File: config.mk
export PLATFORM = sky130hd
export DESIGN_NAME = dac_spi_top
export DESIGN_NICKNAME = d
export VERILOG_FILES = /design/src/hw/dac_pkg.sv /design/src/hw/dac_sck_gen.sv /design/src/hw/dac_wb_decode.sv /design/src/hw/dac_spi_shifter.sv /design/src/hw/dac_result.sv /design/src/hw/dac_spi_top.sv
export VERILOG_INCLUDE_DIRS = /design/src /design/src/hw
export SDC_FILE = /design/constraint.sdc
export NUM_CORES = 1
export LEC_CHECK = 0
export BUFFER_PORTS_ARGS = -buffer_cell sky130_fd_sc_hd__buf_2
export CORE_MARGIN = 2
export CORE_UTILIZATION = 51
export DETAILED_ROUTE_END_ITERATION = 8
export MAX_ROUTING_LAYER = met4
export PLACE_DENSITY = 0.77
export SLEW_MARGIN = 40
export SYNTH_ARGS = -nofsm -noshare
export SYNTH_HDL_FRONTEND = slang
export SYNTH_SLANG_ARGS = --single-unit
File: constraint.sdc
create_clock -name CLK50MHZ -period 2.6 [get_ports CLK50MHZ]
set_clock_uncertainty 0.2 [all_clocks]
set_input_delay 0.39 -clock CLK50MHZ [delete_from_list [all_inputs] [get_ports CLK50MHZ]]
set_output_delay 0.39 -clock CLK50MHZ [all_outputs]
set_load 0.02 [all_outputs]
File: src/hw/dac_cfg.svh
`ifndef DAC_CFG_SVH
`define DAC_CFG_SVH

// CLK50MHZ cycles per SCK half period
// 2 gives 12.5 MHz on SCK
`define DAC_SCK_HALF 2

// Bits per DAC transfer
`define DAC_FRAME_BITS 32

// Wishbone word offsets
`define DAC_REG_CMD 0
`define DAC_REG_STATUS 1
`define DAC_REG_READBACK 2

`endif

File: src/hw/dac_pkg.sv
package dac_pkg;

	// Field widths of the DAC wire format
	typedef logic [11:0] dac_data_t;
	typedef logic [3:0]  dac_addr_t;
	typedef logic [3:0]  dac_cmd_t;

	// One full word on the SPI wire
	typedef logic [31:0] dac_word_t;

	// Wishbone side
	typedef logic [31:0] wb_data_t;
	typedef logic [3:0]  wb_adr_t;

	// Command as handed from bus decode to the shifter
	// Field order matches the wire, cmd first
	typedef struct packed {
		dac_cmd_t  cmd;
		dac_addr_t addr;
		dac_data_t data;
	} dac_frame_t;

	// Status register contents
	typedef struct packed {
		logic       busy;
		logic [7:0] xfer_count;
	} dac_status_t;

	// Shifter sequence
	// IDLE  waiting for a frame
	// LOAD  frame latched, waiting for an SCK fall to start
	// SHIFT chip select low, bits going out
	// DONE  one cycle, transfer finished
	typedef enum logic [1:0] {
		IDLE  = 2'd0,
		LOAD  = 2'd1,
		SHIFT = 2'd2,
		DONE  = 2'd3
	} shift_state_t;

endpackage

File: src/hw/dac_sck_gen.sv
`timescale 1ns/1ps
`include "dac_cfg.svh"

module dac_sck_gen (
	input  logic CLK50MHZ,
	input  logic RST,
	output logic sck_rise,
	output logic sck_fall,
	output logic sck_level
);

	// Counter wide enough for the half period
	localparam int HALF_W = $clog2(`DAC_SCK_HALF + 1);

	logic [HALF_W-1:0] half_cnt;
	logic              half_end;

	// Last cycle of the current half period
	assign half_end = (half_cnt == HALF_W'(`DAC_SCK_HALF - 1));

	// Free running divider, level flips at the end of every half
	always_ff @(posedge CLK50MHZ) begin
		if (!RST) begin
			half_cnt  <= '0;
			sck_level <= 1'b0;
		end else if (half_end) begin
			half_cnt  <= '0;
			sck_level <= ~sck_level;
		end else begin
			half_cnt <= half_cnt + 1'b1;
		end
	end

	// Strobes sit on the cycle whose edge changes the level
	// Low now and ending the half, so SCK goes high
	assign sck_rise = half_end & ~sck_level;
	// High now, so SCK goes low
	assign sck_fall = half_end & sck_level;

endmodule

File: src/hw/dac_wb_decode.sv
`timescale 1ns/1ps
`include "dac_cfg.svh"

module dac_wb_decode (
	input  logic                CLK50MHZ,
	input  logic                RST,
	// Wishbone classic slave
	input  logic                wb_cyc,
	input  logic                wb_stb,
	input  logic                wb_we,
	input  dac_pkg::wb_adr_t    wb_adr,
	input  dac_pkg::wb_data_t   wb_dat_w,
	output logic                wb_ack,
	// Shifter handshake
	input  logic                busy,
	output logic                frame_valid,
	output dac_pkg::dac_frame_t frame,
	// Read select for the result block
	output dac_pkg::wb_adr_t    rd_sel
);
	import dac_pkg::*;

	logic req;
	logic cmd_wr;
	logic accept;

	//////////////////////////////////////////////////
	// Request decode
	//////////////////////////////////////////////////

	// Cycle open and not already acked
	// Ack feeds back so a held stb cannot double ack
	assign req = wb_cyc & wb_stb & ~wb_ack;

	// Write to the command register
	assign cmd_wr = wb_we & (wb_adr == wb_adr_t'(`DAC_REG_CMD));

	// Reads and other writes go at once
	// Command writes wait for the shifter to be idle
	assign accept = req & (~cmd_wr | ~busy);

	//////////////////////////////////////////////////
	// Ack and frame request
	//////////////////////////////////////////////////

	// Both register on the same edge, so frame_valid lines up
	// with the ack cycle while busy is still low
	always_ff @(posedge CLK50MHZ) begin
		if (!RST) begin
			wb_ack      <= 1'b0;
			frame_valid <= 1'b0;
		end else begin
			// Single cycle pulse
			wb_ack      <= accept;
			// Exactly one request per acked command write
			frame_valid <= accept & cmd_wr;
		end
	end

	//////////////////////////////////////////////////
	// Frame fields and read address
	//////////////////////////////////////////////////

	always_ff @(posedge CLK50MHZ) begin
		if (accept & cmd_wr) begin
			// Data 11:0, channel 15:12, command 19:16
			frame.data <= dac_data_t'(wb_dat_w[11:0]);
			frame.addr <= dac_addr_t'(wb_dat_w[15:12]);
			frame.cmd  <= dac_cmd_t'(wb_dat_w[19:16]);
		end
		// Held through the ack cycle for the read mux
		if (accept) begin
			rd_sel <= wb_adr;
		end
	end

endmodule

File: src/hw/dac_spi_shifter.sv
`timescale 1ns/1ps
`include "dac_cfg.svh"

module dac_spi_shifter (
	input  logic                CLK50MHZ,
	input  logic                RST,
	// Divider strobes
	input  logic                sck_rise,
	input  logic                sck_fall,
	input  logic                sck_level,
	// Request from bus decode
	input  logic                frame_valid,
	input  dac_pkg::dac_frame_t frame,
	output logic                busy,
	// DAC pins
	output logic                spi_sck,
	output logic                spi_mosi,
	output logic                dac_cs,
	output logic                dac_clr,
	input  logic                dac_out,
	// Echo to the result block
	output logic                rx_valid,
	output logic                rx_bit,
	output logic                xfer_done
);
	import dac_pkg::*;

	// Counter holds 0 up to the full frame
	localparam int CNT_W = $clog2(`DAC_FRAME_BITS + 1);
	localparam int MSB   = $bits(dac_word_t) - 1;

	shift_state_t     state;
	dac_frame_t       frame_q;
	dac_word_t        shreg;
	logic [CNT_W-1:0] bit_cnt;
	logic             cs_n;
	logic             last_bit;

	// All bits sampled
	assign last_bit = (bit_cnt == CNT_W'(`DAC_FRAME_BITS));

	//////////////////////////////////////////////////
	// Sequence and chip select
	//////////////////////////////////////////////////

	always_ff @(posedge CLK50MHZ) begin
		if (!RST) begin
			state   <= IDLE;
			cs_n    <= 1'b1;
			bit_cnt <= '0;
		end else begin
			case (state)
				IDLE: begin
					if (frame_valid) begin
						state <= LOAD;
					end
				end
				// Start aligned to SCK going low
				LOAD: begin
					if (sck_fall) begin
						state   <= SHIFT;
						cs_n    <= 1'b0;
						bit_cnt <= '0;
					end
				end
				// Count sampled bits, stop on the fall after the last one
				SHIFT: begin
					if (sck_rise) begin
						bit_cnt <= bit_cnt + 1'b1;
					end
					if (sck_fall && last_bit) begin
						state <= DONE;
						cs_n  <= 1'b1;
					end
				end
				DONE: state <= IDLE;
				default: state <= IDLE;
			endcase
		end
	end

	//////////////////////////////////////////////////
	// Shift register
	//////////////////////////////////////////////////

	always_ff @(posedge CLK50MHZ) begin
		if (state == IDLE && frame_valid) begin
			frame_q <= frame;
		end
		// Wire word: 8 zeros, cmd, addr, data, 4 zeros
		if (state == LOAD && sck_fall) begin
			shreg <= {8'h00, frame_q.cmd, frame_q.addr, frame_q.data, 4'h0};
		end else if (state == SHIFT && sck_fall) begin
			// MSB first, next bit on every falling SCK
			shreg <= {shreg[MSB-1:0], 1'b0};
		end
	end

	// Pins
	assign busy     = (state != IDLE);
	assign dac_cs   = cs_n;
	// No clock edges outside the frame
	assign spi_sck  = sck_level & ~cs_n;
	assign spi_mosi = ~cs_n & shreg[MSB];
	// Clear held while in reset
	assign dac_clr  = RST;

	// Echo bit taken on the rising SCK
	assign rx_valid  = (state == SHIFT) & sck_rise;
	assign rx_bit    = dac_out;
	assign xfer_done = (state == DONE);

endmodule

File: src/hw/dac_result.sv
`timescale 1ns/1ps
`include "dac_cfg.svh"

module dac_result (
	input  logic              CLK50MHZ,
	input  logic              RST,
	// From the shifter
	input  logic              rx_valid,
	input  logic              rx_bit,
	input  logic              xfer_done,
	input  logic              busy,
	// Read port
	input  dac_pkg::wb_adr_t  rd_sel,
	output dac_pkg::wb_data_t wb_dat_r
);
	import dac_pkg::*;

	dac_word_t   assemble_q;
	dac_word_t   readback_q;
	logic [7:0]  xfer_count;
	dac_status_t status;

	// Echo bits arrive MSB first
	always_ff @(posedge CLK50MHZ) begin
		if (rx_valid) begin
			assemble_q <= {assemble_q[$bits(dac_word_t)-2:0], rx_bit};
		end
	end

	//////////////////////////////////////////////////
	// Readback and transfer count
	//////////////////////////////////////////////////

	// Both visible on the cycle after xfer_done
	always_ff @(posedge CLK50MHZ) begin
		if (!RST) begin
			readback_q <= '0;
			xfer_count <= '0;
		end else if (xfer_done) begin
			readback_q <= assemble_q;
			// Wraps at 256
			xfer_count <= xfer_count + 1'b1;
		end
	end

	assign status.busy       = busy;
	assign status.xfer_count = xfer_count;

	//////////////////////////////////////////////////
	// Read mux
	//////////////////////////////////////////////////

	always_comb begin
		wb_dat_r = '0;
		if (rd_sel == wb_adr_t'(`DAC_REG_STATUS)) begin
			// Busy in bit 0, count in 15:8
			wb_dat_r[0]    = status.busy;
			wb_dat_r[15:8] = status.xfer_count;
		end else if (rd_sel == wb_adr_t'(`DAC_REG_READBACK)) begin
			wb_dat_r = wb_data_t'(readback_q);
		end
		// Command register and unmapped offsets read zero
	end

endmodule

File: src/hw/dac_spi_top.sv
`timescale 1ns/1ps

module dac_spi_top (
	input  logic              CLK50MHZ,
	input  logic              RST,
	// Wishbone classic slave
	input  logic              wb_cyc,
	input  logic              wb_stb,
	input  logic              wb_we,
	input  dac_pkg::wb_adr_t  wb_adr,
	input  dac_pkg::wb_data_t wb_dat_w,
	output dac_pkg::wb_data_t wb_dat_r,
	output logic              wb_ack,
	// DAC pins
	output logic              spi_sck,
	output logic              spi_mosi,
	output logic              dac_cs,
	output logic              dac_clr,
	input  logic              dac_out
);
	import dac_pkg::*;

	// Divider strobes
	logic       sck_rise;
	logic       sck_fall;
	logic       sck_level;
	// Decode to shifter
	logic       busy;
	logic       frame_valid;
	dac_frame_t frame;
	// Shifter to result
	logic       rx_valid;
	logic       rx_bit;
	logic       xfer_done;
	// Decode to result
	wb_adr_t    rd_sel;

	dac_sck_gen dac_sck_gen_inst (
		.CLK50MHZ(CLK50MHZ), .RST(RST),
		.sck_rise(sck_rise), .sck_fall(sck_fall), .sck_level(sck_level)
	);

	dac_wb_decode dac_wb_decode_inst (
		.CLK50MHZ(CLK50MHZ), .RST(RST),
		.wb_cyc(wb_cyc), .wb_stb(wb_stb), .wb_we(wb_we),
		.wb_adr(wb_adr), .wb_dat_w(wb_dat_w), .wb_ack(wb_ack),
		.busy(busy), .frame_valid(frame_valid), .frame(frame), .rd_sel(rd_sel)
	);

	dac_spi_shifter dac_spi_shifter_inst (
		.CLK50MHZ(CLK50MHZ), .RST(RST),
		.sck_rise(sck_rise), .sck_fall(sck_fall), .sck_level(sck_level),
		.frame_valid(frame_valid), .frame(frame), .busy(busy),
		.spi_sck(spi_sck), .spi_mosi(spi_mosi), .dac_cs(dac_cs), .dac_clr(dac_clr),
		.dac_out(dac_out),
		.rx_valid(rx_valid), .rx_bit(rx_bit), .xfer_done(xfer_done)
	);

	dac_result dac_result_inst (
		.CLK50MHZ(CLK50MHZ), .RST(RST),
		.rx_valid(rx_valid), .rx_bit(rx_bit), .xfer_done(xfer_done),
		.busy(busy), .rd_sel(rd_sel), .wb_dat_r(wb_dat_r)
	);

endmodule

=== Word level (Yosys, flattened, before mapping) ===
Cells that the tools add are included.

* Bits in latches: 0
* Bits in read-only memories: 0
* Memory bits (writable): 0
* Memories kept: 0
* Flip-flop bits (word level): 158

* Multiply operators: 0
* $lt $le $gt $ge: 0
* Bitwise logic cells: 17
* $add $sub $neg: 3
* Equality and inequality tests: 11
* Div/mod/pow operators: 0
* Mux-type cells: 17
* Shift-type cells: 0
* Reductions and logical operators: 13

{| class="wikitable"
|+ Operators by type and width
! operator !! number
|-
| 24-bit 2-to-1 mux || 2
|-
| 32-bit 2-to-1 mux || 1
|-
| 16-bit 2-to-1 mux || 1
|-
| 6-bit 2-to-1 mux || 2
|-
| 6-bit one-hot mux with 2 select lines || 1
|-
| 1-bit bitwise AND || 10
|-
| 3-bit AND reduction || 3
|-
| 8-bit by 1-bit adder with 8-bit output (second input constant) || 1
|-
| 8-bit 2-to-1 mux || 1
|-
| 2-bit one-hot mux with 4 select lines || 1
|-
| 7-bit 2-to-1 mux || 1
|-
| 6-bit by 1-bit adder with 6-bit output (second input constant) || 1
|-
| 6-bit == test (second input constant) || 1
|-
| 2-bit 2-to-1 mux || 3
|-
| 2-bit by 1-bit inequality test with 1-bit output (second input constant) || 3
|-
| 1-bit inverter || 6
|-
| 2-bit nonzero test || 3
|-
| 2-bit by 1-bit == test with 1-bit output (second input constant) || 2
|-
| 2-bit == test (second input constant) || 2
|-
| 4-bit by 1-bit == test with 1-bit output (second input constant) || 1
|-
| 4-bit by 2-bit == test with 1-bit output (second input constant) || 1
|-
| 1-bit logical AND || 4
|-
| 4-bit zero test || 1
|-
| 1-bit 2-to-1 mux || 3
|-
| other kinds (6) || 6
|}

=== Longest topological paths before layout ===
* Depth after elaboration: 6
* Gate-level depth with buffers: 7
* Mapped depth without buffers: 6

=== Modules after synthesis ===
From an unflattened synthesis, not the netlist that was laid out.

* Cells, all modules: 411
* Area, all modules: 6049.6 µm²

{| class="wikitable"
|+ Modules (own cells, without submodules)
! module !! cells an instance !! times used !! seq. area each (µm²) !! area each (µm²)
|-
| dac_result || 209 || 1 || 1761.7 || 2803.9
|-
| dac_spi_shifter || 155 || 1 || 1541.5 || 2304.7
|-
| dac_wb_decode || 35 || 1 || 760.7 || 823.3
|-
| dac_sck_gen || 12 || 1 || 60.1 || 117.6
|}

=== Worst setup path before layout ===
Ideal clock, no wire load.

* Path kind: register to register
* From: reg dac_sck_gen_inst.half_cnt[0]
* To: reg dac_result_inst.assemble_q[0] (enable)
* Setup time: 0.421 ns
* Stages on the path, launching flop included: 5
* Path slack: -0.217 ns
* Period minus slack after synthesis: 2.817 ns
* Path buffers: 1
* Data arrival time: 2.196 ns
* Data required time: 1.979 ns
* Cell sequence: dfxtp_1 > ha_1 > clkbuf_1 > nand2_1 > nor2_1

* Longest elaborated chain between the ends: 3

{| class="wikitable"
|+ RTL lines
! what !! line !! text
|-
| start, declared || dac_sck_gen.sv:15 || <nowiki>logic [HALF_W-1:0] half_cnt;</nowiki>
|-
| start signal, assigned || dac_sck_gen.sv:30 || <nowiki>half_cnt <= half_cnt + 1'b1;</nowiki>
|-
| 2-bit by 1-bit == test with 1-bit output || dac_sck_gen.sv:19 || <nowiki>assign half_end = (half_cnt == HALF_W'(`DAC_SCK_HALF - 1));</nowiki>
|-
| 1-bit bitwise AND || dac_sck_gen.sv:36 || <nowiki>assign sck_rise = half_end & ~sck_level;</nowiki>
|-
| 1-bit bitwise AND || dac_spi_shifter.sv:109 || <nowiki>assign rx_valid = (state == SHIFT) & sck_rise;</nowiki>
|-
| net dac_result_inst.rx_valid || dac_result.sv:8 || <nowiki>input logic rx_valid,</nowiki>
|-
| end signal, assigned || dac_result.sv:26 || <nowiki>assemble_q <= {assemble_q[$bits(dac_word_t)-2:0], rx_bit};</nowiki>
|-
| end, declared || dac_result.sv:18 || <nowiki>dac_word_t assemble_q;</nowiki>
|}

The timed path passes the listed nets, and every way through them passes these cells.
A chain may end at the register's enable or synchronous reset.

=== Final worst setup path ===
* From: reg dac_wb_decode_inst.rd_sel[3]
* To: out wb_dat_r[15]

* Longest elaborated chain between the ends: 3
* Elaborated cells on any way between the ends: 4

{| class="wikitable"
|+ RTL lines
! what !! line !! text
|-
| start, declared || dac_wb_decode.sv:19 || <nowiki>output dac_pkg::wb_adr_t rd_sel</nowiki>
|-
| start signal, assigned || dac_wb_decode.sv:73 || <nowiki>rd_sel <= wb_adr;</nowiki>
|-
| 4-bit by 2-bit == test with 1-bit output || dac_result.sv:59 || <nowiki>end else if (rd_sel == wb_adr_t'(`DAC_REG_READBACK)) begin</nowiki>
|-
| 32-bit 2-to-1 mux || dac_result.sv:59 ||
|-
| 8-bit 2-to-1 mux * || dac_result.sv:55 || <nowiki>if (rd_sel == wb_adr_t'(`DAC_REG_STATUS)) begin</nowiki>
|-
| end, declared || dac_spi_top.sv:12 || <nowiki>output dac_pkg::wb_data_t wb_dat_r,</nowiki>
|}

Mark *: on every way between the ends. The rest lies on a longest branch, timed or not.

==> impl_metrics.ini <==
[critical_path]
arrival_ps = 1860
worstSetupEndpointType = output port
cp.required_ps = 2010
crit_fanout = 32
worstSetupPathType = reg2out
crit_path_start_kind = flop
r2r_slack_ps = 470

[timing]
maxSlewHeadroom = 0.705
finalSetupViolCount = 0
tightest_slew_ps = 443
rsz0062_at_grt = false
fin_crit_sh = 0.943
timing.final.crit_period_ps = 2450
tns_ps = 0
fmax_ghz = 0.408
finalHoldViolCount = 0
slew_violations = 0

[clock_network]
clockBufferDepth = 2
cts_root_buf = clkbuf_16
ctsResizeCount = 0
clk_latency_ps = 410
htreeDepth = 4
cts_tree = yes
clkSinkCount = 158
postCtsHoldBufs = 25
cts.clk_slew.worst_paths_ps = 60
cts_made_buffers = 17
post_cts_buffers = 0

[run]
max-cap-violations = 0

[die]
fp.dieW_um = 112
rows = 39
core_um2 = 11500
ios = 79
start_util = 0.523
die_area_um2 = 12600
die_height_um = 112

[synthesis]
synth_top_flop_cell = edfxtp_1
yosys_warnings = 0
netlist_area_um2 = 6000
synth_cell_types = 36
synthesis.nets = 513
synth_edf_count = 96
synth_top_area_share = 0.481
async_flop_share = 0
ys_seq_elements = 158
yosysMostFrequentCell = edfxtp_1
synth_top_cells_by_area = edfxtp_1, dfxtp_1, mux2i_1
synth_top_area_cell = edfxtp_1
ys_top_cells_by_count = edfxtp_1, nand2_1, dfxtp_1, nor2b_1
synth.avg_cell_area_um2 = 13.0
yosysSeqAreaShare = 0.688
synthCells = 462

[final_layout]
layout-drive-gt1-share = 0.195
area_growth_pct = 22.6
antenna_cells = 0
stdcell_area_um2 = 7350
final_util = 0.641
nNetsFinal = 613

[global_route]
grt_max_degree = 52
grt_pass1_vias = 3702
grt_usage = 0.185
antenna_found_initial = 0
grt_pass1_wl_um = 17600
overflow = 0

[routing]
post-route-drc-count = 0
routed_wl_um = 10600
vias_per_cell = 5.03
drt_iter0_drc = 284
wl_per_cell_um = 14.7
vias = 3608
dr.pass1.iters = 4
ant_nets = 0

[min_path]
hold_class = reg2reg

[outcome]
outcome = finished, final reports clean

[power]
powerDensity_nw_per_um2 = 723
p_leak_nw = 2.77
ir_drop_mv = 0.683

[placed_design]
dpl.hpwl_um = 6240
placed_area_um2 = 6520
io_buffers = 66
routabilityCongestion = 0.745
==> registers in the layout, summed over array words and instances (netlist names), 4 cells and up <==
register	count
dac_result_inst.assemble_q	32
dac_spi_shifter_inst.bit_cnt	6
dac_result_inst.xfer_count	8
dac_wb_decode_inst.frame	20
dac_result_inst.readback_q	32
dac_spi_shifter_inst.frame_q	20
dac_wb_decode_inst.rd_sel	4
dac_spi_shifter_inst.shreg	28
==> area by class of cell <==
type                            instances  area (um^2)
Clock buffer                           19          433
Fill cell                             811         4110
Multi-Input combinational cell        276         1760
Sequential cell                       158         4120
Inverter                                7         26.3
Clock inverter                         13          151
Timing Repair Buffer                  102          676
Tap cell                              143          179
==> path summary, 6_finish.rpt <==
check,end,start,depth (start not counted)
worst max register to register,dac_spi_shifter_inst.shreg[23],dac_spi_shifter_inst.state[0],5
worst max-delay path,wb_dat_r[15],dac_wb_decode_inst.rd_sel[3],4
worst min register to register,dac_spi_shifter_inst.frame_q[10],dac_wb_decode_inst.frame[10],0
worst min-delay path,dac_spi_shifter_inst.frame_q[10],dac_wb_decode_inst.frame[10],0
==> logic make-up after synthesis <==
group                      Yosys count  synth area share
and+or+nand+nor                    186             0.159
DFF                                158             0.688
AOI/OAI and AO/OA                   37            0.0423
muxes                               34            0.0567
buffers and inverters               28            0.0207
xor gates and xnor gates            10            0.0146
adders and majority gates            9            0.0188
==> routing by layer <==
layer | vias to the layer above | track usage | share of wire
li1 | 1801 | - | -
met1 | 1710 | 0.221 | 0.45
met2 | 84 | 0.296 | 0.51
met3 | 13 | 0.0540 | 0.032
met4 | 0 | 0.0764 | 0.016
met5 | - | - | 0
==> stage by stage <==
stage / setup WS [ps] / power, mW / cells / hold WS, ps
after detailed placement: 510 / 2.90 / 661 / 205
after global placement: 600 / 2.89 / 661 / 202
after floorplan: 294 / 2.83 / 462 / 198
final: 148 / 5.31 / 718 / 217
after global routing: 41.6 / 5.50 / 718 / 223
after CTS: 117 / 5.36 / 718 / 220
==> critical path, cell delays in order, from the launching register on <==
cell and delay [ps]:
edfxtp_1 440, nor4b_4 280, buf_4 330, a22o_1 220, buf_2 170
==> report_power, final <==
part	switching (mW)	leakage, nW	internal, mW
sequential	0.0204	1.37	2.66
clock	1.01	0.284	1.44
combinational	0.0975	1.12	0.0943
==> layout by cell type, fill, tap and decap left out, types with 2 or more instances in the layout <==
cell type,n
inv_1,7
dfxtp_1,62
edfxtp_1,96
clkbuf_1,2
o211ai_1,3
buf_2,66
buf_4,10
xor2_1,6
bufinv_16,2
nor2_1,8
mux2i_1,34
or3_1,2
dlygate4sd3_1,25
a22o_1,9
clkinv_4,2
a21boi_0,4
ha_1,8
nor2b_1,35
nand2_1,86
xnor2_1,4
inv_8,2
o21ai_0,4
clkbuf_16,17
inv_6,4
a21oi_1,9
nand4_1,6
and3_1,5
and2_1,34
o21ai_1,2
and3b_1,2
(Power assumes the default switching activity.)
